==> src/logic/pvr_bus_pkg.sv <==
package pvr_bus_pkg;

	localparam int ADDR_W    = 16;   // byte address width
	localparam int DATA_W    = 32;   // bus and register word
	localparam int PAL_IDX_W = 10;   // palette word index
	localparam int PAL_DEPTH = 1024; // palette words

	typedef logic [ADDR_W-1:0]    bus_addr_t;
	typedef logic [DATA_W-1:0]    bus_word_t;
	typedef logic [PAL_IDX_W-1:0] pal_index_t;

	// slave side of the wishbone classic cycle
	typedef enum logic [1:0] {
		st_idle     = 2'd0, // waiting for cyc and stb
		st_pal_wait = 2'd1, // palette read data on its way
		st_ack      = 2'd2  // ack for one cycle
	} bus_state_t;

endpackage

==> src/logic/pvr_map_pkg.sv <==
package pvr_map_pkg;

	// identity words, read only
	localparam logic [31:0] DEVICE_ID       = 32'h17FD11DB;
	localparam logic [31:0] DEVICE_REVISION = 32'h00000011;

	// byte offsets inside the register space
	localparam logic [15:0] id_off              = 16'h0000; // device id
	localparam logic [15:0] revision_off        = 16'h0004; // revision number
	localparam logic [15:0] softreset_off       = 16'h0008; // core and TA soft reset
	localparam logic [15:0] startrender_off     = 16'h0014; // drawing start
	localparam logic [15:0] param_base_off      = 16'h0020; // isp parameter base, external
	localparam logic [15:0] region_base_off     = 16'h002C; // region array base, external
	localparam logic [15:0] span_sort_cfg_off   = 16'h0030; // span sorter control
	localparam logic [15:0] vo_border_col_off   = 16'h0040; // border colour
	localparam logic [15:0] fb_r_ctrl_off       = 16'h0044; // fb read control
	localparam logic [15:0] fb_w_ctrl_off       = 16'h0048; // fb write control
	localparam logic [15:0] fb_w_linestride_off = 16'h004C; // fb line stride
	localparam logic [15:0] fb_r_sof1_off       = 16'h0050; // read start field 1, external
	localparam logic [15:0] fb_r_sof2_off       = 16'h0054; // read start field 2, external
	localparam logic [15:0] fb_r_size_off       = 16'h005C; // fb xy size
	localparam logic [15:0] fb_w_sof1_off       = 16'h0060; // write start field 1
	localparam logic [15:0] fb_w_sof2_off       = 16'h0064; // write start field 2
	localparam logic [15:0] fb_x_clip_off       = 16'h0068; // x clip
	localparam logic [15:0] fb_y_clip_off       = 16'h006C; // y clip
	localparam logic [15:0] fpu_param_cfg_off   = 16'h007C; // parameter read cfg, external
	localparam logic [15:0] isp_backgnd_d_off   = 16'h0088; // background depth
	localparam logic [15:0] isp_backgnd_t_off   = 16'h008C; // background tag
	localparam logic [15:0] spg_control_off     = 16'h00D0; // sync pulse gen control
	localparam logic [15:0] text_control_off    = 16'h00E4; // texturing control, external
	localparam logic [15:0] vo_control_off      = 16'h00E8; // video out control
	localparam logic [15:0] pal_ram_ctrl_off    = 16'h0108; // palette format, external
	localparam logic [15:0] ta_alloc_ctrl_off   = 16'h0140; // object list control, external

	// palette window 0x1000..0x1FFC, picked out by the top nibble
	localparam logic [15:0] PAL_BASE = 16'h1000;
	localparam logic [15:0] PAL_MASK = 16'hF000;

endpackage

==> src/logic/pvr_bus_fsm.sv <==
`timescale 1ns/1ps

module pvr_bus_fsm
	import pvr_bus_pkg::*, pvr_map_pkg::*;
(
	input  logic       clock,
	input  logic       reset_n,
	input  logic       wb_cyc,
	input  logic       wb_stb,
	input  logic       wb_we,
	input  bus_addr_t  wb_adr,
	input  bus_word_t  reg_rdata,  // combinational from reg file
	input  bus_word_t  pal_rdata,  // one cycle after pal_rd
	output logic       wb_ack,
	output bus_word_t  wb_dat_r,
	output logic       reg_wr,
	output logic       pal_wr,
	output logic       pal_rd,
	output pal_index_t pal_index
);

	bus_state_t state;
	logic       req;     // new cycle seen while idle
	logic       pal_hit; // address in palette window

	assign req       = wb_cyc && wb_stb && (state == st_idle);
	assign pal_hit   = (wb_adr & PAL_MASK) == PAL_BASE;
	assign pal_index = wb_adr[PAL_IDX_W+1:2]; // word index, bits 11..2

	// strobes fire in the accept cycle so the write lands on the accept edge
	assign reg_wr = req && wb_we && !pal_hit;
	assign pal_wr = req && wb_we && pal_hit;
	assign pal_rd = req && !wb_we && pal_hit;
	assign wb_ack = (state == st_ack);

	always_ff @(posedge clock or negedge reset_n) begin
		if (!reset_n) begin
			state <= st_idle;
		end else begin
			case (state)
				st_idle: begin
					if (pal_rd)
						state <= st_pal_wait; // extra cycle for ram output
					else if (req)
						state <= st_ack;
				end
				st_pal_wait: state <= st_ack;
				st_ack:      state <= st_idle; // master drops stb after ack
				default:     state <= st_idle;
			endcase
		end
	end

	// read data only changes on reads, writes leave it alone
	always_ff @(posedge clock) begin
		if (req && !wb_we && !pal_hit)
			wb_dat_r <= reg_rdata; // register or zero for unmapped
		else if (state == st_pal_wait)
			wb_dat_r <= pal_rdata;
	end

	// ack only answers a live request
	ack_in_cycle: assert property (@(posedge clock) disable iff (!reset_n)
		wb_ack |-> (wb_cyc && wb_stb));

	// single cycle ack per transfer
	ack_one_cycle: assert property (@(posedge clock) disable iff (!reset_n)
		wb_ack |=> !wb_ack);

	// reg file and palette never strobed together
	one_strobe: assert property (@(posedge clock) disable iff (!reset_n)
		$onehot0({reg_wr, pal_wr, pal_rd}));

endmodule

==> config.mk <==
export PLATFORM = sky130hd
export DESIGN_NAME = pvr_bus_fsm
export DESIGN_NICKNAME = d
export VERILOG_FILES = /design/src/logic/pvr_bus_pkg.sv /design/src/logic/pvr_map_pkg.sv /design/src/logic/pvr_bus_fsm.sv
export SDC_FILE = /design/constraint.sdc
export NUM_CORES = 1
export LEC_CHECK = 0
export ABC_AREA = 1
export BUFFER_PORTS_ARGS = -buffer_cell sky130_fd_sc_hd__buf_2
export CAP_MARGIN = 10
export CORE_MARGIN = 2
export CORE_UTILIZATION = 27
export DETAILED_ROUTE_END_ITERATION = 10
export GPL_TIMING_DRIVEN = 0
export SETUP_SLACK_MARGIN = 0.02
export SYNTH_ARGS = -nofsm -noshare
export SYNTH_HDL_FRONTEND = slang
export SYNTH_SLANG_ARGS = --single-unit
==> constraint.sdc <==
create_clock -name clock -period 4.2 [get_ports clock]
set_input_delay 0 -clock clock [delete_from_list [all_inputs] [get_ports clock]]
set_output_delay 0 -clock clock [all_outputs]
set_load 0.02 [all_outputs]
==> impl_metrics.yaml <==
outcome:
  status: "finished clean"
placed_design:
  place_inst: 370
  port_buffers: 118
  gp_congestion: 0.779
  hpwlAfterDp_um: 3650
clock_network:
  cts_tree: "built"
  clockBufferDepth: 2
  cts_buffers: 5
  clkSinkCount: 34
  cts-root-buf: "clkbuf_8"
  htreeDepth: 2
  clock_latency_ns: 0.28
  cts.clk_slew.worst_paths_ns: 0.07
synth:
  synth_xor_area_share_pct: 0
  syn_inst: 174
  post-synth-top-area-cell: "edfxtp_1"
  synth_compound_area_share_pct: 0.855
  synthMuxAreaShare_pct: 0
  synthSimpleGateAreaFrac_pct: 31.0
  synth_cell_type_count: 19
  ys_seq_elements: 34
  synth.area.top_cells: "edfxtp_1 (55%), nand2_1 (12%), nand3_1 (9.1%), buf_4 (4.3%), nand2_2 (4.3%)"
  synth-seq-area-share_pct: 57.6
  synth_top_family_by_area: "simple AND/OR/NAND/NOR gates"
  ys_warn_count: 0
  synth_adder_area_share_pct: 0
  synth_nets: 259
  syn_area_per_cell_um2: 10.1
  syn_area_um2: 1760
  synth_top_area_share_pct: 54.7
setup_path:
  crit_arrival_ns: 1.77
  path_class: "reg2reg"
  cp-start-kind: "register"
  crit_path_end_kind: "register"
  rr_startpoint: "state[0]$_DFFE_PN0P_"
  cp_max_fo: 20
  rr_worst_depth: 7
  rrSetupSlack_ns: 2.41
  worstPathRequired_ns: 4.19
  r2r_end: "wb_dat_r[4]$_DFFE_PP_"
floorplanning:
  ios: 131
  dieArea_um2: 7160
  start_util_pct: 27.8
  rows: 29
  die_y_um: 84.6
  core_um2: 6310
  die_x_um: 84.6
timing:
  fmax_mhz: 560
  relSlewSlack_pct: 64.2
  finalMaxSlewViolations: 0
  fin_hold_ws_ns: 0.00692
  period_share_pct: 42.5
  fin_crit_ns: 1.79
  rsz0062_at_grt: "no"
  hold_viol_final: 0
  setup_viol: 0
  worst_slew_pin_slew_ns: 0.535
  fin_skew_ns: 0.00864
route:
  dr.pass1.iters: 5
  via_per_inst: 4.29
  vias: 1750
  wl_per_cell_um: 12.4
  first_iter_violations: 52
  drc: 0
  routed_wl_um: 5060
  antenna_left: 0
finish:
  instances_no_fill: 408
  fillers: 639
  fin_nets: 415
  mostFrequentLayoutCell: "buf_2"
  n_antenna_cell: 0
  area_delta_synth_final_pct: 63.1
  layout-drive-gt1-share_pct: 50.5
  fin_util_pct: 45.3
  mostFrequentLayoutCells: "buf_2 (121), nand2_1 (57), nand3_1 (32), edfxtp_1 (32), dlygate4sd3_1 (30)"
power_and_ir_drop:
  p_leak_nw: 1.42
  p_per_area_nw_per_um2: 272
  max-vdd-ir-drop_mv: 0.129
global_route:
  overflow: 0
  grt_max_degree: 21
  grt_usage_pct: 14.0
  grt_pass1_vias: 1717
  antenna_found_initial: 0
  grt_pass1_wl_um: 7810
flow_run:
  maxCapViolCount: 0
hold_path:
  hp-start: "pal_rdata[14]"
  min_to: "wb_dat_r[14]$_DFFE_PP_"
  min-delay-path-class: "in2reg"
  whs_path_depth: 3
==> per-stage QoR <==
stage	cell area, um^2	power (mW)	worst slack, ns	TNS (ns)
floorplan	1760	0.471	1.03	0
global placement	2440	0.530	-0.221	-7.03
detailed placement	2480	0.534	2.41	0
CTS	2860	0.788	2.38	0
global route	2860	0.814	2.30	0
finish	2860	0.778	2.41	0
==> where the power goes <==
group	internal (mW)	total, mW	switching (mW)
logic	0.0801	0.158	0.0777
registers	0.386	0.389	0.00301
clock network	0.114	0.232	0.118
==> repair_timing <==
item,in CTS,in global routing
endpoints found under the hold margin,31,0
setup endpoints to repair,0,0
resized for setup,0,0
setup buffers,0,0
hold buffers,30,0
==> worst max-delay path: stages (launching register included) <==
cell	delay (ns)
dfrtp_1	0.42
inv_2	0.10
nand2_2	0.07
nor2_4	0.13
nand3_4	0.15
buf_6	0.18
o21ai_4	0.20
buf_16	0.23
==> flip-flops by register name, summed over array words and instances (netlist names) <==
register  flops
state         2
wb_dat_r     32
==> layer usage <==
metal  GRT usage (%)  vias up  share of wire, %
met3            3.93        5               8.2
li1                -      885                 -
met1            15.8      770                41
met2            25.6       90                50
met5               0        -                 0
met4            4.33        0              0.97
==> synthesized netlist by cell type <==
library cell and count:
nand2_4 1, nand3_1 32, inv_1 1, dfrtp_1 2, inv_2 4, edfxtp_1 32, nand3_4 1, nand2_2 12
nor2_1 6, buf_4 10, nor2_8 1, nor2_4 1, buf_12 1, a21oi_1 1, nor2_2 2, nand2_1 57
buf_2 3, buf_6 5, o21ai_0 2
==> area by class of cell <==
cell class,count,area [um^2],share of cell area [%]
buffer,19,166,5.81
clock buffer,6,72.6,2.53
clock inverter,2,8.76,0.306
inverter,5,18.8,0.656
multi-input combinational,116,571,19.9
sequential,34,1010,35.3
tap,77,96.3,3.37
timing repair buffer,149,918,32.1
==> worst max path at each step <==
stage	startpoint	end	slack, ns	cells past startpoint
after floorplan	state[0]$_DFFE_PN0P_	wb_dat_r[0]$_DFFE_PP_	1.03	2
after global placement	state[0]$_DFFE_PN0P_	wb_dat_r[10]$_DFFE_PP_	-0.22	2
after detailed placement	state[1]$_DFFE_PN0P_	wb_dat_r[8]$_DFFE_PP_	2.41	7
after CTS	state[1]$_DFFE_PN0P_	wb_dat_r[8]$_DFFE_PP_	2.38	7
after global routing	state[1]$_DFFE_PN0P_	wb_dat_r[5]$_DFFE_PP_	2.30	7
final	state[0]$_DFFE_PN0P_	wb_dat_r[4]$_DFFE_PP_	2.41	7
==> logic make-up after synthesis <==
family | count (synthesis)
flops | 34
simple gates | 113
buf+inv | 24
compound gates | 3
Power figures use the tool's default switching activity.
